File: src/branch_pkg.sv
// Shared widths and branch codes for RV32 only; op codes are internal and not the funct3 field
`default_nettype none

package branch_pkg;

    // ----------------------------------------------------------------------
    // Widths
    // ----------------------------------------------------------------------

    // Data and address width
    localparam int unsigned XLEN = 32;
    // No compressed instructions
    localparam int unsigned INSTR_BYTES = 4;
    // Branch operation code width
    localparam int unsigned BR_OP_W = 3;

    // ----------------------------------------------------------------------
    // Types
    // ----------------------------------------------------------------------

    // Register operands and immediates
    typedef logic [XLEN-1:0] data_t;
    // Program counters and targets
    typedef logic [XLEN-1:0] addr_t;
    // Branch operation
    typedef logic [BR_OP_W-1:0] br_op_t;

    // ----------------------------------------------------------------------
    // Branch operation codes
    // ----------------------------------------------------------------------

    // Conditional branches
    localparam br_op_t BR_BEQ  = 3'd0;
    localparam br_op_t BR_BNE  = 3'd1;
    localparam br_op_t BR_BLT  = 3'd2;
    localparam br_op_t BR_BGE  = 3'd3;
    localparam br_op_t BR_BLTU = 3'd4;
    localparam br_op_t BR_BGEU = 3'd5;
    // Unconditional jumps
    localparam br_op_t BR_JAL  = 3'd6;
    localparam br_op_t BR_JALR = 3'd7;

endpackage

`default_nettype wire

File: src/br_req_if.sv
// One branch request per valid cycle with no acceptance signal; issue must hold off while stalled
`default_nettype none

interface br_req_if;

    // Request strobe, one cycle per branch
    logic                 valid;
    // Operation and operands
    branch_pkg::br_op_t   op;
    branch_pkg::data_t    rs1;
    branch_pkg::data_t    rs2;
    branch_pkg::addr_t    pc;
    branch_pkg::data_t    imm;
    // Frontend prediction for this branch
    logic                 pred_taken;
    branch_pkg::addr_t    pred_target;

    // Issue side drives the request
    modport issue (
        output valid, op, rs1, rs2, pc, imm, pred_taken, pred_target
    );

    // Branch unit side only samples it
    modport bu (
        input valid, op, rs1, rs2, pc, imm, pred_taken, pred_target
    );

endinterface

`default_nettype wire

File: src/branch_cond.sv
// Pure combinational compare; JAL and JALR report taken regardless of operands
`default_nettype none

module branch_cond (
    input  branch_pkg::br_op_t op_i,
    input  branch_pkg::data_t  rs1_i,
    input  branch_pkg::data_t  rs2_i,
    output logic               taken_o
);

    // ----------------------------------------------------------------------
    // Comparisons
    // ----------------------------------------------------------------------

    logic is_eq;
    logic is_lt_s;
    logic is_lt_u;

    // Equality shared by BEQ and BNE
    assign is_eq   = (rs1_i == rs2_i);
    // Two's complement less than
    assign is_lt_s = ($signed(rs1_i) < $signed(rs2_i));
    // Magnitude less than
    assign is_lt_u = (rs1_i < rs2_i);

    // ----------------------------------------------------------------------
    // Decode
    // ----------------------------------------------------------------------

    // All eight codes are used so no default arm is needed
    always_comb begin : cond_decode
        taken_o = 1'b0;
        case (op_i)
            branch_pkg::BR_BEQ:  taken_o = is_eq;
            branch_pkg::BR_BNE:  taken_o = !is_eq;
            branch_pkg::BR_BLT:  taken_o = is_lt_s;
            branch_pkg::BR_BGE:  taken_o = !is_lt_s;
            branch_pkg::BR_BLTU: taken_o = is_lt_u;
            branch_pkg::BR_BGEU: taken_o = !is_lt_u;
            // Jumps always redirect
            branch_pkg::BR_JAL:  taken_o = 1'b1;
            branch_pkg::BR_JALR: taken_o = 1'b1;
        endcase
    end

endmodule

`default_nettype wire

File: src/branch_cu.sv
// Stalls after every misprediction until flush_i; flush_i does not clear the result register
`default_nettype none

module branch_cu (
    input  logic clk_i,
    input  logic rst_n_i,
    input  logic flush_i,
    br_req_if.bu req,
    input  logic mispredict_i,
    input  logic fe_ready_i,
    output logic issue_mis_o,
    output logic fe_res_valid_o,
    output logic res_reg_en_o
);

    // ----------------------------------------------------------------------
    // State
    // ----------------------------------------------------------------------

    typedef enum logic [1:0] {
        IDLE,
        UPD_FE,
        MIS,
        STALL
    } cu_state_t;

    cu_state_t curr_state;
    cu_state_t next_state;

    // ----------------------------------------------------------------------
    // Next state
    // ----------------------------------------------------------------------

    always_comb begin : cu_next
        next_state = curr_state;
        case (curr_state)
            // Accept a request in either of these
            IDLE, UPD_FE: begin
                if (req.valid && mispredict_i) begin
                    next_state = MIS;
                end else if (req.valid) begin
                    next_state = UPD_FE;
                end else begin
                    next_state = IDLE;
                end
            end
            // Hold until the frontend takes the redirect
            MIS: begin
                if (fe_ready_i) begin
                    next_state = STALL;
                end
            end
            // Only a flush leaves this state
            STALL:   next_state = STALL;
            default: next_state = IDLE;
        endcase
    end

    // ----------------------------------------------------------------------
    // Outputs
    // ----------------------------------------------------------------------

    // Moore outputs
    always_comb begin : cu_out
        issue_mis_o    = 1'b0;
        fe_res_valid_o = 1'b0;
        res_reg_en_o   = 1'b0;
        case (curr_state)
            IDLE: res_reg_en_o = 1'b1;
            // Pulse the correct result and keep loading
            UPD_FE: begin
                fe_res_valid_o = 1'b1;
                res_reg_en_o   = 1'b1;
            end
            MIS: begin
                fe_res_valid_o = 1'b1;
                issue_mis_o    = 1'b1;
            end
            default: ;
        endcase
    end

    // Flush wins over normal progression
    always_ff @(posedge clk_i or negedge rst_n_i) begin : cu_state_reg
        if (!rst_n_i) begin
            curr_state <= IDLE;
        end else if (flush_i) begin
            curr_state <= IDLE;
        end else begin
            curr_state <= next_state;
        end
    end

endmodule

`default_nettype wire

File: src/branch_resolve.sv
// No alignment check on targets; the result register loads only on valid with enable set
`default_nettype none

module branch_resolve (
    input  logic              clk_i,
    input  logic              rst_n_i,
    br_req_if.bu              req,
    input  logic              res_reg_en_i,
    output logic              mispredict_o,
    output branch_pkg::addr_t res_pc_o,
    output branch_pkg::addr_t res_target_o,
    output logic              res_taken_o,
    output logic              res_mispredict_o
);

    // ----------------------------------------------------------------------
    // Internal signals
    // ----------------------------------------------------------------------

    logic              taken;
    branch_pkg::addr_t jalr_sum;
    branch_pkg::addr_t target;
    branch_pkg::addr_t seq_pc;
    branch_pkg::addr_t next_pc;
    logic              res_load;

    // Taken or not taken from the comparator
    branch_cond u_cond (
        .op_i    (req.op),
        .rs1_i   (req.rs1),
        .rs2_i   (req.rs2),
        .taken_o (taken)
    );

    // ----------------------------------------------------------------------
    // Target and next address
    // ----------------------------------------------------------------------

    // Register relative jump base
    assign jalr_sum = req.rs1 + req.imm;

    // JALR clears bit 0, everything else is pc relative
    assign target = (req.op == branch_pkg::BR_JALR) ?
                    {jalr_sum[branch_pkg::XLEN-1:1], 1'b0} :
                    req.pc + req.imm;

    // Fall through address
    assign seq_pc  = req.pc + branch_pkg::addr_t'(branch_pkg::INSTR_BYTES);
    assign next_pc = taken ? target : seq_pc;

    // Wrong direction, or right direction with the wrong target
    assign mispredict_o = (req.pred_taken != taken) ||
                          (taken && (req.pred_target != target));

    // ----------------------------------------------------------------------
    // Result register
    // ----------------------------------------------------------------------

    // Frozen while the control unit holds a misprediction
    assign res_load = req.valid && res_reg_en_i;

    always_ff @(posedge clk_i or negedge rst_n_i) begin : res_reg
        if (!rst_n_i) begin
            res_pc_o         <= '0;
            res_target_o     <= '0;
            res_taken_o      <= 1'b0;
            res_mispredict_o <= 1'b0;
        end else if (res_load) begin
            res_pc_o         <= req.pc;
            // Frontend wants the resolved next fetch address
            res_target_o     <= next_pc;
            res_taken_o      <= taken;
            res_mispredict_o <= mispredict_o;
        end
    end

endmodule

`default_nettype wire

File: src/branch_unit.sv
// Issue must not send while issue_mis_o is high or the unit is stalled; link writeback is external
`default_nettype none

module branch_unit (
    input  logic               clk_i,
    input  logic               rst_n_i,
    input  logic               flush_i,
    // Request from issue
    input  logic               valid_i,
    input  branch_pkg::br_op_t op_i,
    input  branch_pkg::data_t  rs1_i,
    input  branch_pkg::data_t  rs2_i,
    input  branch_pkg::data_t  imm_i,
    input  branch_pkg::addr_t  pc_i,
    input  branch_pkg::addr_t  pred_target_i,
    input  logic               pred_taken_i,
    // Frontend back-pressure on mispredictions
    input  logic               fe_ready_i,
    output logic               issue_mis_o,
    // Resolution to the frontend
    output logic               fe_res_valid_o,
    output branch_pkg::addr_t  fe_res_pc_o,
    output branch_pkg::addr_t  fe_res_target_o,
    output logic               fe_res_taken_o,
    output logic               fe_res_mispredict_o
);

    // ----------------------------------------------------------------------
    // Request bundle
    // ----------------------------------------------------------------------

    br_req_if u_req ();

    assign u_req.valid       = valid_i;
    assign u_req.op          = op_i;
    assign u_req.rs1         = rs1_i;
    assign u_req.rs2         = rs2_i;
    assign u_req.pc          = pc_i;
    assign u_req.imm         = imm_i;
    assign u_req.pred_taken  = pred_taken_i;
    assign u_req.pred_target = pred_target_i;

    // ----------------------------------------------------------------------
    // Datapath and control
    // ----------------------------------------------------------------------

    logic mispredict;
    logic res_reg_en;

    branch_resolve u_resolve (
        .clk_i            (clk_i),
        .rst_n_i          (rst_n_i),
        .req              (u_req.bu),
        .res_reg_en_i     (res_reg_en),
        .mispredict_o     (mispredict),
        .res_pc_o         (fe_res_pc_o),
        .res_target_o     (fe_res_target_o),
        .res_taken_o      (fe_res_taken_o),
        .res_mispredict_o (fe_res_mispredict_o)
    );

    // Sequences notification, stall and flush
    branch_cu u_cu (
        .clk_i          (clk_i),
        .rst_n_i        (rst_n_i),
        .flush_i        (flush_i),
        .req            (u_req.bu),
        .mispredict_i   (mispredict),
        .fe_ready_i     (fe_ready_i),
        .issue_mis_o    (issue_mis_o),
        .fe_res_valid_o (fe_res_valid_o),
        .res_reg_en_o   (res_reg_en)
    );

endmodule

`default_nettype wire

File: config.mk
export PLATFORM = sky130hd
export DESIGN_NAME = branch_unit
export DESIGN_NICKNAME = d
export VERILOG_FILES = /design/src/branch_pkg.sv /design/src/br_req_if.sv /design/src/branch_cond.sv /design/src/branch_cu.sv /design/src/branch_resolve.sv /design/src/branch_unit.sv
export SDC_FILE = /design/constraint.sdc
export NUM_CORES = 1
export LEC_CHECK = 0
export BUFFER_PORTS_ARGS = -buffer_cell sky130_fd_sc_hd__buf_2
export CAP_MARGIN = 20
export CELL_PAD_IN_SITES_DETAIL_PLACEMENT = 1
export CELL_PAD_IN_SITES_GLOBAL_PLACEMENT = 2
export CORE_MARGIN = 3
export CORE_UTILIZATION = 31
export DETAILED_ROUTE_END_ITERATION = 8
export GPL_ROUTABILITY_DRIVEN = 0
export GPL_TIMING_DRIVEN = 0
export PLACE_DENSITY_LB_ADDON = 0.05
export SETUP_SLACK_MARGIN = 0.2
export SLEW_MARGIN = 20
export SYNTH_ARGS = -nofsm -noshare
export SYNTH_HDL_FRONTEND = slang
export SYNTH_SLANG_ARGS = --single-unit
File: constraint.sdc
create_clock -name clk_i -period 2.1 [get_ports clk_i]
set_input_delay 0.42 -clock clk_i [delete_from_list [all_inputs] [get_ports clk_i]]
set_output_delay 0.42 -clock clk_i [all_outputs]
set_load 0.05 [all_outputs]
=== After elaboration in Yosys (flattened, before gate mapping) ===
Cells that the tools add are included.

* Register bits after elaboration: 68
* Input bits: 169
* Output and inout bits: 68
* Logic and storage cells: 47

* Add/subtract/negate cells: 3
* Order comparisons: 2
* Equal/unequal tests: 14
* Mux-type cells: 11
* Reductions and logical operators: 12

{| class="wikitable"
|+ Operators with widths
! kind !! number
|-
| $add A32 B32 Y32 || 2
|-
| $lt A32 B32 Y1 || 2
|-
| $mux W32 || 2
|-
| $add A32 B3 Y32 const B || 1
|-
| $eq A32 B32 Y1 || 1
|-
| $ne A32 B32 Y1 || 1
|-
| $eq A3 B3 Y1 const B || 4
|-
| $pmux W1 S7 || 1
|-
| $eq A3 B2 Y1 const B || 2
|-
| $mux W2 || 3
|-
| $pmux W2 S3 || 1
|-
| $reduce_or A2 Y1 || 3
|-
| $eq A2 B2 Y1 const B || 2
|-
| $mux W1 || 4
|-
| $eq A3 B1 Y1 const B || 1
|-
| $logic_and A1 B1 Y1 || 3
|-
| $logic_not A1 Y1 || 3
|-
| $logic_not A3 Y1 || 1
|-
| $ne A3 B3 Y1 const B || 1
|-
| $eq A2 B1 Y1 const B || 1
|-
| $logic_not A2 Y1 || 1
|-
| $logic_or A1 B1 Y1 || 1
|-
| $ne A1 B1 Y1 || 1
|}

=== Depth between registers and ports, before layout ===
Gate-level depths: netlist of the first run.

* Depth in word-level cells: 9
* Mapped depth: 14
* Mapped depth without buffers: 14

=== Modules after synthesis ===
From an unflattened synthesis of the first run, not the netlist that was laid out.

* Cell total of the unflattened synthesis: 1290
* Area total of the unflattened synthesis: 9930.8 um2

{| class="wikitable"
|+ Modules (own cells, without submodules)
! module !! instances !! cells an instance !! area each (um2)
|-
| branch_resolve || 1 || 1150 || 8837.2
|-
| branch_cond || 1 || 124 || 933.4
|-
| branch_cu || 1 || 16 || 160.2
|}

=== Worst setup path before layout of the first run ===
OpenSTA, ideal clock, no wires.

* Path kind: input to register
* Start point: input rs1_i[7]
* End point: register u_resolve.res_mispredict_o
* Arrival: 3120 ps
* Required time: 1965 ps
* Slack: -1155 ps
* Stages on the path: 12
* Path buffers: 0
* Path through: ha_1 a21o_1 or3_1 o21ai_1 o311ai_2 xnor2_1 a21o_1 o32a_1 a221o_1 a2111oi_0 and4_1 o31ai_1

* Cells in the longest elaborated chain, start to end: 5
* Elaborated cells on any way between the ends: 13

{| class="wikitable"
|+ Ends and longest elaborated chain
! item !! line !! text
|-
| start, declared || branch_unit.sv:11 || <nowiki>input branch_pkg::data_t rs1_i,</nowiki>
|-
| $add A32 B32 Y32, or another cell as far along || branch_resolve.sv:40 || <nowiki>assign jalr_sum = req.rs1 + req.imm;</nowiki>
|-
| $mux W32, or another cell as far along || branch_resolve.sv:43 || <nowiki>assign target = (req.op == branch_pkg::BR_JALR) ?</nowiki>
|-
| $ne A32 B32 Y1 / $pmux W1 S7 (equally long branches) || branch_resolve.sv:53, branch_cond.sv:33 ||
|-
| $logic_and A1 B1 Y1 / $ne A1 B1 Y1 (equally long branches) || branch_resolve.sv:53, branch_resolve.sv:52 ||
|-
| $logic_or A1 B1 Y1 * || branch_resolve.sv:52 || <nowiki>assign mispredict_o = (req.pred_taken != taken) ||</nowiki>
|-
| end signal, assigned || branch_resolve.sv:73 || <nowiki>res_mispredict_o <= mispredict_o;</nowiki>
|-
| end, declared || branch_resolve.sv:13 || <nowiki>output logic res_mispredict_o</nowiki>
|}

Mark *: on every way between the ends. The rest lies on a longest branch, timed or not.
A chain may end at the register's enable or synchronous reset.

=== Worst setup path after layout of the first run ===
* Start point: input imm_i[8]
* End point: register u_resolve.res_mispredict_o

* Cells in the longest elaborated chain, start to end: 5
* Elaborated cells on any way between the ends: 6

{| class="wikitable"
|+ Ends and longest elaborated chain
! item !! line !! text
|-
| start, declared || branch_unit.sv:13 || <nowiki>input branch_pkg::data_t imm_i,</nowiki>
|-
| $add A32 B32 Y32, on equally long branches || branch_resolve.sv:45, branch_resolve.sv:40 ||
|-
| $mux W32 * || branch_resolve.sv:43 ||
|-
| $ne A32 B32 Y1 * || branch_resolve.sv:53 || <nowiki>(taken && (req.pred_target != target));</nowiki>
|-
| $logic_and A1 B1 Y1 * || branch_resolve.sv:53 ||
|-
| $logic_or A1 B1 Y1 * || branch_resolve.sv:52 ||
|}

Marked as above.

==> impl_summary.log, run 1 <==
INFO  metric cts_made_buffers = 9
INFO  metric tritoncts = done
INFO  metric final_critical_path_setup_slack = -1.36 ns
INFO  metric max-clock-path-buffers = 2
INFO  metric timing.final.crit_period = 3.46 ns
INFO  metric initial_antenna_violation_count = 1
INFO  metric layout.nets = 1,880
INFO  metric htreeDepth = 3
INFO  metric grt_setup_unrepaired = yes
INFO  metric drc = 0
INFO  metric setup-tns-final = -31.02 ns
INFO  metric total_grt_overflow = 0
INFO  metric tightest_slew = 0.794 ns
INFO  metric power_leakage = 6.25 nW
INFO  metric timing.final.setup_violations = 64
INFO  metric seqCellArea = 1700 µm²
INFO  metric fp.dieArea = 33,100 µm²
INFO  metric grt_use_met1 = 0.361
INFO  metric io_pins = 237
INFO  metric place.port_buffers = 235
INFO  metric ir_worst_vdd = 0.420 mV
INFO  metric grt_util_met3 = 0.0201
INFO  metric critPathLaunch = imm_i[8]
INFO  metric filler_cell_count = 3,573
INFO  metric power-per-cell-area = 687 nW/µm²
INFO  metric grt_pass1_vias = 11,600
INFO  metric cpPeakStageDelay = 0.60 ns
INFO  metric max_cap_violations = 0
INFO  metric cts.sinks = 68
INFO  metric post-route-period-util = 1.65
INFO  metric hp-start = pc_i[0]
INFO  metric clock_pin_slew_worst_setup_and_hold_paths = 0.06 ns
INFO  metric synth_area_leader = dfrtp_1
INFO  metric drtPass1Iterations = 5
INFO  metric detail_route.vias_per_cell = 5.61
INFO  metric worst-endpoint-arrival = 3.65 ns
INFO  metric asyncSetResetFlopFracSynth = 1.00
INFO  metric core-area = 30,100 µm²
INFO  metric antennaDiodeCount = 0
INFO  metric critical_path.reg2reg.startpoint = u_cu.curr_state[0]
INFO  metric violations = negative setup slack
INFO  metric crit_path_top_delay_cell = or4_4
INFO  metric drt_iter0_drc = 574
INFO  metric synth.cell_area = 9610 µm²
INFO  metric grt_first_pass_wirelength = 68,300 µm
INFO  metric grt.total_usage = 0.263
INFO  metric max_freq = 289 MHz
INFO  metric die_width = 182 µm
INFO  metric yosysTopAreaCellShare = 0.177
INFO  metric synth_edf_count = 0
INFO  metric initial_core_util = 0.319
INFO  metric post_drt_wl_per_cell = 22.7 µm
INFO  metric synthFlopType = dfrtp_1
INFO  metric die_height = 182 µm
INFO  metric areaGrowthSynthToFinish = 52.0%
INFO  metric clock-root-buffer = clkbuf_16
INFO  metric timing.hold.worst.class = in2reg
INFO  metric dp_hpwl = 36,800 µm
INFO  metric ant_nets = 0
INFO  metric finalHoldViolations = 0
INFO  metric synth.distinct_cells = 81
INFO  metric drive_gt1_frac = 0.418
INFO  metric synth_seq_cells = 68
INFO  metric multiInputGateArea = 9090 µm²
INFO  metric most_used_layer_global_route = met2
INFO  metric synth.top_cells.by_area = dfrtp_1 18%, ha_1 13%, nand2_1 5.5%
INFO  metric met2_usage = 0.443
INFO  metric ys_warn_count = 0
INFO  metric critical_path.max_fanout = 6
INFO  metric clk_latency = 0.33 ns
INFO  metric syn-num-nets = 1,540
INFO  metric slew-limit-headroom = 0.463
INFO  metric synth-seq-area-share = 0.177
INFO  metric timing.hold.ws = 0.350 ns
INFO  metric final-max-slew-violation-count = 0
INFO  metric num_vias = 11,200
INFO  metric cp-end-kind = register
INFO  metric avgSynthCellArea = 7.56 µm²
INFO  metric path_cells = buf_12 -> ha_4 -> buf_8 -> nand3_2 -> o22ai_4 -> o31ai_4 -> buf_4 -> buf_4 -> a41o_1 -> a32oi_2 -> nand4_1 -> or4_4 -> nor4_4 -> and4_4 -> o31ai_1
INFO  metric grt_max_degree = 57
INFO  metric most_prevalent_standard_cell_on_the_critical_path = buf_4
INFO  metric result_of_the_run = finished with violations
INFO  metric critical_path_class = in2reg
INFO  metric detail_route.wirelength = 45,400 µm
INFO  metric fin_skew = 0.00583 ns
INFO  metric critical_path_required = 2.28 ns
INFO  metric syn_inst = 1,271
INFO  metric std_cell_rows = 63
INFO  metric timing.critical_path.from_type = input pin
[cell usage in the layout, fill, tap and decap left out, drive strengths merged, types with 8 or more instances in the layout]
| cell | netlist | routed |
|---|---|---|
| buf | 16 | 340 |
| nand2 | 141 | 141 |
| o21ai | 103 | 103 |
| a21oi | 101 | 101 |
| ha | 98 | 98 |
| nor2 | 91 | 91 |
| dfrtp | 68 | 68 |
| clkbuf | 45 | 61 |
| inv | 61 | 60 |
| xnor2 | 55 | 55 |
| nand3 | 45 | 45 |
| xor2 | 42 | 42 |
| mux2 | 31 | 31 |
| nand4 | 30 | 30 |
| nor3 | 30 | 30 |
| a31oi | 22 | 22 |
| a211oi | 21 | 21 |
| a21o | 20 | 20 |
| and3 | 19 | 19 |
| o211ai | 18 | 18 |
| o21a | 16 | 16 |
| nand2b | 15 | 15 |
| or3 | 13 | 13 |
| mux2i | 11 | 11 |
| nor3b | 10 | 10 |
| and2 | 9 | 9 |
| nor4 | 9 | 9 |
| nand3b | 8 | 8 |
| o22ai | 8 | 8 |
| nor2b | 8 | 8 |
| a2111oi | 8 | 8 |
[cells in the mapped netlist (all sizes together) (20+ instances only)]
library cell,count
nand2,141
o21ai,103
a21oi,101
ha,98
nor2,91
dfrtp,68
inv,61
xnor2,55
clkbuf,45
nand3,45
xor2,42
mux2,31
nand4,30
nor3,30
a31oi,22
a211oi,21
a21o,20
[worst paths after layout]
path                                         endpoint  slack, ns  cells past startpoint
min reg2reg                u_resolve.res_mispredict_o       0.47                      2
max                        u_resolve.res_mispredict_o      -1.36                     15
max in group asynchronous      u_resolve.res_pc_o[29]       1.08                      3
min                             u_resolve.res_pc_o[0]       0.35                      2
min in group asynchronous       u_resolve.res_pc_o[2]       0.49                      2
max reg2reg                u_resolve.res_target_o[16]      -0.12                      7
[where the power goes]
group / switching, mW / internal (mW) / leakage, nW
clock network: 0.523 / 0.816 / 0.125
registers: 0.244 / 1.75 / 0.817
logic: 4.33 / 2.36 / 5.31
[critical path: cells and delay by family]
| kind | cells | cell delay [ns] |
|---|---|---|
| simple gates | 5 | 1.42 |
| buf+inv | 4 | 0.52 |
| fa+ha+maj | 1 | 0.28 |
| compound gates | 5 | 0.99 |
[cells by family (layout without fill, tap and decap cells)]
logic type,after synthesis,after routing,synth area share
multiplexers,42,42,0.0478
XOR/XNOR,99,99,0.0931
AO/OA/AOI/OAI,391,391,0.269
buffers and inverters,122,465,0.0499
adder cells (fa/ha/maj),100,100,0.132
AND/OR/NAND/NOR,449,449,0.231
flip-flops,68,68,0.177
[registers in the layout, indices dropped and copies added (netlist names)]
name / count
u_resolve.res_taken_o: 1
u_resolve.res_pc_o: 32
u_resolve.res_mispredict_o: 1
u_resolve.res_target_o: 32
u_cu.curr_state: 2
[per-stage QoR]
stage | power, mW | std cells | util | worst slack [ns] | area, µm²
6_report | 10.0 | 2004 | 0.485 | -1.36 | 14600
5_1_grt | 10.6 | 2004 | 0.485 | -1.44 | 14600
4_1_cts | 9.82 | 1984 | 0.469 | -1.28 | 14100
3_5_place_dp | 7.66 | 1897 | 0.392 | -2.48 | 11800
3_3_place_gp | 7.54 | 1896 | 0.391 | -2.48 | 11800
2_1_floorplan | 5.94 | 1271 | - | -1.05 | 10100
[layer usage]
metal,part of all wire,wire [µm]
met2,0.47,21400
met5,0.00029,13
met3,0.042,1900
met4,0.026,1180
met1,0.46,20900
[final cells by class]
class / count / area share
buffer: 61 / 0.0346
clock buffer: 12 / 0.0169
clock inverter: 2 / 0.000857
inverter: 61 / 0.0178
multi-input combinational: 1081 / 0.622
sequential: 68 / 0.116
tap: 390 / 0.0334
timing repair buffer: 329 / 0.158
[repair_timing]
action,in CTS,in global routing
hold buffers,1,0
hold endpoints to repair,12,0
resized for setup,324,76
gates cloned,4,0
buffers inserted,68,20
pin swaps,93,44
endpoints found under the setup margin,67,68
No activity file was read; power rests on OpenSTA's default activity.
==> run 2: changes to the inputs <==
Settings changed: CELL_PAD_IN_SITES_GLOBAL_PLACEMENT 2 to 1, CORE_UTILIZATION 31 to 40.
==> run 2 against run 1 <==
  * The flow still finishes with violations (negative setup slack)
  * Core utilization rose by 12 points
  * Design area fell by 2.3%
  * First-iteration DRC count rose by 73%
  * Global-route usage rose by 5.0 points
  * Sequential power barely moved
  * Via count rose by 6.3%
  * Routed wire length rose by 4.6%
  * Total power rose by 5.1%
  * Largest power group unchanged
  * Highest routed layer unchanged
==> impl_summary.log, run 2 (synthesis gave the netlist of run 1 again) <==
INFO  metric place.port_buffers = 235 (unchanged)
INFO  metric core-area = 23,500 µm² (-22%)
INFO  metric slew-limit-headroom = 0.390 (-0.0735)
INFO  metric grt_setup_unrepaired = yes
INFO  metric die_width = 161 µm (-12%)
INFO  metric num_vias = 11,900 (+6.3%)
INFO  metric timing.final.crit_period = 3.57 ns (+0.104 ns)
INFO  metric tightest_slew = 0.903 ns (+0.109 ns)
INFO  metric max_freq = 280 MHz (-2.9%)
INFO  metric cp-end-kind = register
INFO  metric timing.hold.ws = 0.338 ns (-0.0127 ns)
INFO  metric ant_nets = 0 (unchanged)
INFO  metric total_power = 10.5 mW (+5.1%)
INFO  metric die_height = 161 µm (-12%)
INFO  metric path_cells = buf_8 -> ha_4 -> inv_2 -> fa_1 -> mux2i_2 -> xnor2_1 -> nand3_1 -> a211o_1 -> a2111oi_4 -> nand4_1 -> or4_4 -> nor4_4 -> and4_4 -> o31ai_2
INFO  metric critPathLaunch = imm_i[0]
INFO  metric grt.total_usage = 0.313 (+0.0501)
INFO  metric post_drt_wl_per_cell = 24.8 µm (+9.3%)
INFO  metric final-max-slew-violation-count = 0 (unchanged)
INFO  metric pre_cts_ws = -2.24 ns (+0.241 ns)
INFO  metric hp-start = pc_i[0]
INFO  metric areaGrowthSynthToFinish = 48.5%
INFO  metric drtPass1Iterations = 5 (unchanged)
INFO  metric drc = 0 (unchanged)
INFO  metric detail_route.vias_per_cell = 6.23 (+11%)
INFO  metric io_pins = 237 (unchanged)
INFO  metric cts_made_buffers = 9 (unchanged)
INFO  metric result_of_the_run = finished with violations
INFO  metric setup-tns-final = -30.53 ns (+0.487 ns)
INFO  metric fin_skew = 0.00746 ns (+0.00163 ns)
INFO  metric timing.critical_path.from_type = input pin
INFO  metric crit_path_top_delay_cell = or4_4
INFO  metric worst-endpoint-arrival = 3.75 ns (+0.10 ns)
INFO  metric timing.hold.worst.class = in2reg
INFO  metric max-clock-path-buffers = 2 (unchanged)
INFO  metric grt_max_degree = 58 (+1.8%)
INFO  metric grt_pass1_vias = 11,500 (-0.91%)
INFO  metric grt_first_pass_wirelength = 64,200 µm (-6.0%)
INFO  metric cpPeakStageDelay = 0.59 ns (about the same)
INFO  metric timing.critical_path.depth = 14 (-1)
INFO  metric critical_path_required = 2.28 ns (about the same)
INFO  metric initial_antenna_violation_count = 5 (+4)
INFO  metric reg2reg_slack = 0.06 ns (+0.18 ns)
INFO  metric final_cell_mix = 221 x buf_2, 130 x nand2_1, 73 x nor2_1, 69 x buf_4, 68 x dfrtp_1
INFO  metric violations = negative setup slack
INFO  metric clock_pin_slew_worst_setup_and_hold_paths = 0.06 ns (about the same)
INFO  metric tritoncts = done
INFO  metric initial_core_util = 0.408 (+0.0890)
INFO  metric gate_family_responsible_for_the_most_delay_along_the_worst_path = simple AND/OR/NAND/NOR gates
INFO  metric layout.cells.most_common = buf_2
INFO  metric clock-root-buffer = clkbuf_16
INFO  metric r2r_cells = 7 (unchanged)
INFO  metric fp.dieArea = 25,900 µm² (-22%)
INFO  metric power-per-cell-area = 738 nW/µm² (+7.5%)
INFO  metric final_critical_path_setup_slack = -1.47 ns (-0.104 ns)
INFO  metric finalHoldViolations = 0 (unchanged)
INFO  metric critical_path.max_fanout = 3 (-3)
INFO  metric post-route-period-util = 1.70 (+0.0493)
INFO  metric path_buf_inv = 2 (-2)
INFO  metric detail_route.wirelength = 47,500 µm (+4.6%)
INFO  metric htreeDepth = 3 (unchanged)
INFO  metric leading_registers_by_flop_count = u_resolve.res_pc_o: 32 flops, u_resolve.res_target_o: 32 flops, u_cu.curr_state: 2 flops
INFO  metric clk_latency = 0.34 ns (about the same)
INFO  metric layout.nets = 1,859 (-1.1%)
INFO  metric cts.sinks = 68 (unchanged)
INFO  metric critical_path_class = in2reg
INFO  metric total_grt_overflow = 0 (unchanged)
INFO  metric drive_gt1_frac = 0.408 (-0.0101)
INFO  metric ir_worst_vdd = 0.710 mV (+69%)
INFO  metric std_cell_rows = 56 (-11%)
INFO  metric timing.final.setup_violations = 36 (-44%)
INFO  metric filler_cell_count = 2,874 (-20%)
INFO  metric drt_iter0_drc = 994 (+73%)
INFO  metric power_leakage = 6.13 nW (-2.0%)
INFO  metric max_cap_violations = 0 (unchanged)
INFO  metric dp_hpwl = 34,300 µm (-6.7%)
INFO  metric whs_path_depth = 2 (unchanged)
INFO  metric critical_path.reg2reg.startpoint = u_cu.curr_state[1]
[run 2: cell types whose count changed in the layout (fill, tap and decap cells not counted), sizes merged]
cell and change:
clkinv +2, inv +1, diode +3, buf -10
clkinvlp -2, bufinv +3, clkbuf -13
[run 2: area by class of cell]
class,instances,area (µm²),area share
diodes,3,7.51,0.000526
plain buffers,61,499,0.0350
clock buffers,10,229,0.0160
clock inverters,6,113,0.00789
inverters,61,256,0.0180
multi-input cells,1081,9070,0.636
flip-flops and latches,68,1700,0.119
well taps,319,399,0.0280
repair buffers,308,1990,0.140
[run 2: per-stage QoR]
| step | utilization | std cells | cell area [µm²] |
|---|---|---|---|
| final | 0.606 | 1917 | 14300 |
| after global routing | 0.606 | 1916 | 14300 |
| after CTS | 0.550 | 1866 | 12900 |
| after detailed placement | 0.497 | 1826 | 11700 |
| after global placement | 0.496 | 1825 | 11700 |
| after floorplan | - | 1271 | 10100 |
[run 2: what timing repair did]
item / CTS / global route
pin swaps: 56 / 72
setup endpoints to repair: 67 / 68
gates resized for setup: 152 / 231
hold buffers: 1 / 0
buffers inserted: 22 / 45
hold endpoints to repair: 11 / 0
cloned: 1 / 3
[run 2: final timing paths]
kind                                                   end
worst max-delay path            u_resolve.res_mispredict_o
worst min-delay path                 u_resolve.res_pc_o[0]
worst max register to register  u_resolve.res_target_o[15]
worst min register to register      u_resolve.res_pc_o[25]
max in group asynchronous           u_resolve.res_pc_o[21]
min in group asynchronous        u_resolve.res_target_o[4]
[run 2: report_power, final]
| part | leakage (nW) | internal [mW] | switching [mW] |
|---|---|---|---|
| logic | 5.14 | 2.27 | 4.48 |
| registers | 0.817 | 1.75 | 0.275 |
| clock network | 0.167 | 1.16 | 0.599 |
[run 2: routing by layer]
metal / global-route usage / wire, µm / vias up
li1: - / - / 5351
met1: 0.416 / 19500 / 5913
met2: 0.547 / 22800 / 553
met3: 0.0267 / 3080 / 129
met4: 0.0845 / 2060 / 2
met5: 0 / 13 / -
==> run 3: changes to the inputs <==
Settings changed: ABC_AREA from default to 1, CORE_UTILIZATION 40 to 38, RECOVER_POWER from default to 50.
==> run 3 against run 2 <==
  * Largest power group unchanged
  * Flip-flop and latch count unchanged
  * Cell count up 30%
  * Core utilization down 5.9 points
  * The run still ends with negative setup slack left
  * Clock power down 11%
==> impl_summary.log, run 3 <==
INFO  metric slew-limit-headroom = 0.170 (-0.219)
INFO  metric clock_pin_slew_worst_setup_and_hold_paths = 0.06 ns (about the same)
INFO  metric fp.dieArea = 29,600 µm² (+14%)
INFO  metric hold-path-endpoint = u_cu.curr_state[0]
INFO  metric ys_warn_count = 0 (unchanged)
INFO  metric initial_antenna_violation_count = 5 (unchanged)
INFO  metric leading_registers_by_flop_count = u_resolve.res_pc_o: 32 flops, u_resolve.res_target_o: 32 flops, u_cu.curr_state: 2 flops
INFO  metric synth.distinct_cells = 43 (-47%)
INFO  metric synth_seq_cells = 68 (unchanged)
INFO  metric post-route-period-util = 1.31 (-0.393)
INFO  metric grt.total_usage = 0.305 (-0.00774)
INFO  metric grt_first_pass_wirelength = 70,500 µm (+9.7%)
INFO  metric die_width = 172 µm (+6.9%)
INFO  metric num_vias = 13,200 (+10%)
INFO  metric synth-seq-area-share = 0.162 (-0.0149)
INFO  metric critical_path.max_fanout = 2 (-1)
INFO  metric synth_area_leader = nand2_1
INFO  metric synth_edf_count = 0 (unchanged)
INFO  metric p_switching = 4.99 mW (-6.8%)
INFO  metric grt_max_degree = 49 (-16%)
INFO  metric multiInputGateArea = 9180 µm² (+1.2%)
INFO  metric layout.nets = 2,406 (+29%)
INFO  metric grt_setup_unrepaired = yes
INFO  metric placed_cells = 2,430 (+33%)
INFO  metric ir_worst_vdd = 0.346 mV (-51%)
INFO  metric clock-root-buffer = clkbuf_16
INFO  metric power-per-cell-area = 643 nW/µm² (-13%)
INFO  metric tritoncts = done
INFO  metric p_sw_frac = 0.525 (+0.0170)
INFO  metric result_of_the_run = finished with violations
INFO  metric drc = 0 (unchanged)
INFO  metric avgSynthCellArea = 5.66 µm² (-25%)
INFO  metric asyncSetResetFlopFracSynth = 1.00 (unchanged)
INFO  metric finalHoldViolations = 0 (unchanged)
INFO  metric place.port_buffers = 235 (unchanged)
INFO  metric violations = negative setup slack
INFO  metric drtPass1Iterations = 5 (unchanged)
INFO  metric hp-start = fe_ready_i
INFO  metric core-area = 27,000 µm² (+15%)
INFO  metric pwr-share-clk = 0.164 (-0.003)
INFO  metric die_height = 172 µm (+6.9%)
INFO  metric drive_gt1_frac = 0.311 (-0.0972)
INFO  metric setup-tns-final = -11.54 ns (+18.99 ns)
INFO  metric ant_nets = 0 (unchanged)
INFO  metric critical_path_required = 2.38 ns (+0.10 ns)
INFO  metric dp_hpwl = 37,600 µm (+9.6%)
INFO  metric final_cell_mix = 625 x nand2_1, 306 x inv_1, 211 x buf_2, 153 x nand3_1, 88 x nand2_2
INFO  metric reg2reg_slack = 0.21 ns (+0.15 ns)
INFO  metric timing.critical_path.from_type = input pin
INFO  metric final_critical_path_setup_slack = -0.642 ns (+0.826 ns)
INFO  metric pre_cts_ws = -1.20 ns (+1.04 ns)
INFO  metric met2_usage = 0.548 (+0.00145)
INFO  metric post_drt_wl_per_cell = 19.0 µm (-23%)
INFO  metric grt_util_met3 = 0.0336 (+0.00693)
INFO  metric syn-num-nets = 2,122 (+38%)
INFO  metric fin_skew = 0.00617 ns (-0.00129 ns)
INFO  metric critical_path_class = in2reg
INFO  metric max-clock-path-buffers = 2 (unchanged)
INFO  metric endpoint_of_the_worst_slack_reg_to_reg_timing_path = u_resolve.res_target_o[8]
INFO  metric detail_route.vias_per_cell = 5.31 (-15%)
INFO  metric total_grt_overflow = 0 (unchanged)
INFO  metric cts_made_buffers = 9 (unchanged)
INFO  metric max_cap_violations = 0 (unchanged)
INFO  metric synthFlopType = dfrtp_1
INFO  metric timing.final.setup_violations = 36 (unchanged)
INFO  metric synth_commonest_cells = 700 x nand2_1, 330 x inv_1, 188 x nand3_1, 109 x nor2_1, 98 x ha_1
INFO  metric whs_path_depth = 4 (+2)
INFO  metric count_leader_synth = nand2_1
INFO  metric timing.hold.worst.class = in2reg
INFO  metric most_used_layer_global_route = met2
INFO  metric cts.sinks = 68 (unchanged)
INFO  metric seqCellArea = 1700 µm² (unchanged)
INFO  metric drt_iter0_drc = 676 (-32%)
INFO  metric timing.final.crit_period = 2.74 ns (-0.826 ns)
INFO  metric detail_route.wirelength = 47,200 µm (-0.46%)
INFO  metric tightest_slew = 1.24 ns (+0.342 ns)
INFO  metric htreeDepth = 3 (unchanged)
INFO  metric synth.cell_area = 10,500 µm² (+9.2%)
INFO  metric clk_latency = 0.34 ns (about the same)
INFO  metric final-max-slew-violation-count = 0 (unchanged)
INFO  metric max_freq = 365 MHz (+30%)
INFO  metric synth.top_cells.by_area = nand2_1 25%, dfrtp_1 16%, inv_1 12%
INFO  metric grt_use_met1 = 0.386 (-0.0309)
INFO  metric layout.cells.most_common = nand2_1
INFO  metric timing.hold.ws = 0.371 ns (+0.0335 ns)
INFO  metric std_cell_rows = 60 (+7.1%)
INFO  metric r2r_cells = 6 (-1)
INFO  metric grt_pass1_vias = 13,500 (+17%)
INFO  metric initial_core_util = 0.388 (-0.0199)
INFO  metric finalNonFillerCells = 2,485 (+30%)
INFO  metric cp-end-kind = register
INFO  metric areaGrowthSynthToFinish = 41.0%
INFO  metric yosysTopAreaCellShare = 0.250 (+0.0733)
INFO  metric final_core_utilization = 0.547 (-0.0588)
INFO  metric worst-endpoint-arrival = 3.02 ns (-0.73 ns)
INFO  metric syn_inst = 1,853 (+46%)
INFO  metric sequentialPowerShare = 0.206 (+0.013)
INFO  metric io_pins = 237 (unchanged)
INFO  metric comb_power_share = 0.630 (-0.010)
INFO  metric power_leakage = 7.97 nW (+30%)
INFO  metric cell_internal_pwr = 4.52 mW (-13%)
INFO  metric filler_cell_count = 3,727 (+30%)
INFO  metric critical_path.reg2reg.startpoint = u_cu.curr_state[1]
[run 3: changes by cell type in the layout (fill, tap and decap cells not counted), moves of 44 or more]
cell and change:
nand2_2 +78, inv_1 +252, xnor2_1 -45, nand3_1 +115
nand2_1 +495, nand3_2 +44
[run 3: power groups by stage]
stage | clock, mW | sequential, mW | combinational (mW)
2_1_floorplan | 0 | 3.30 | 2.23
3_3_place_gp | 0 | 1.94 | 4.96
3_5_place_dp | 0 | 1.95 | 5.10
4_1_cts | 1.56 | 1.94 | 5.78
5_1_grt | 1.62 | 1.99 | 6.46
6_report | 1.56 | 1.95 | 5.99
[run 3: logic make-up after synthesis]
group | synth area share
simple gates | 0.477
buf+inv | 0.134
compound gates | 0.0808
fa+ha+maj | 0.121
flops | 0.162
xor+xnor | 0.0250
[run 3: timing repair]
action                                 CTS  global route
gates resized for setup                293            82
setup endpoints to repair               62            68
hold buffers                             1             0
setup buffers                           27             5
cloned                                   4             0
pin swaps                               55            25
endpoints found under the hold margin   20             0
[run 3: layout make-up]
cell class,instances,area share
inverters,341,0.0887
diodes,2,0.000338
flip-flops and latches,68,0.115
repair buffers,273,0.113
clock buffers,12,0.0173
plain buffers,25,0.0130
well taps,341,0.0288
clock inverters,4,0.00321
multi-input cells,1419,0.620
[run 3: through the flow]
stage	power, mW	area (µm²)
2_1_floorplan	5.53	10800
3_3_place_gp	6.90	12400
3_5_place_dp	7.06	12400
4_1_cts	9.28	14400
5_1_grt	10.1	14800
6_report	9.50	14800
[run 3: how the worst max path moves through the flow]
stage | start | end | slack (ns) | depth (start not counted)
6_report | pc_i[0] | u_cu.curr_state[0] | -0.64 | 24
5_1_grt | imm_i[23] | u_cu.curr_state[0] | -0.78 | 24
4_1_cts | pc_i[0] | u_cu.curr_state[0] | -0.50 | 27
3_5_place_dp | imm_i[11] | u_cu.curr_state[1] | -1.20 | 19
3_3_place_gp | imm_i[1] | u_cu.curr_state[1] | -1.14 | 23
2_1_floorplan | imm_i[0] | u_cu.curr_state[1] | -0.37 | 25
[run 3: layer usage]
layer | wire length [µm] | vias to the layer above
met3 | 2340 | 89
met4 | 1340 | 8
met2 | 23000 | 359
li1 | - | 6400
met1 | 20500 | 6336
met5 | 53 | -
[run 3: worst max-delay path, cell delays in order]
cell and delay, ns:
buf_8 0.08, ha_4 0.13, inv_2 0.03, fa_2 0.36, inv_2 0.09, buf_4 0.11
nand3_1 0.08, nand3_1 0.12, nand3_2 0.13, nand3b_1 0.12, nand3_1 0.09, nor2_2 0.17
nand3_2 0.12, nor2_2 0.11, nand2_2 0.09, nor2_1 0.09, nand2_1 0.07, nor2_2 0.09
nand3_2 0.13, nand2_2 0.13, nand2_2 0.06, nand2_1 0.06, nand2_1 0.06, nand2_1 0.07
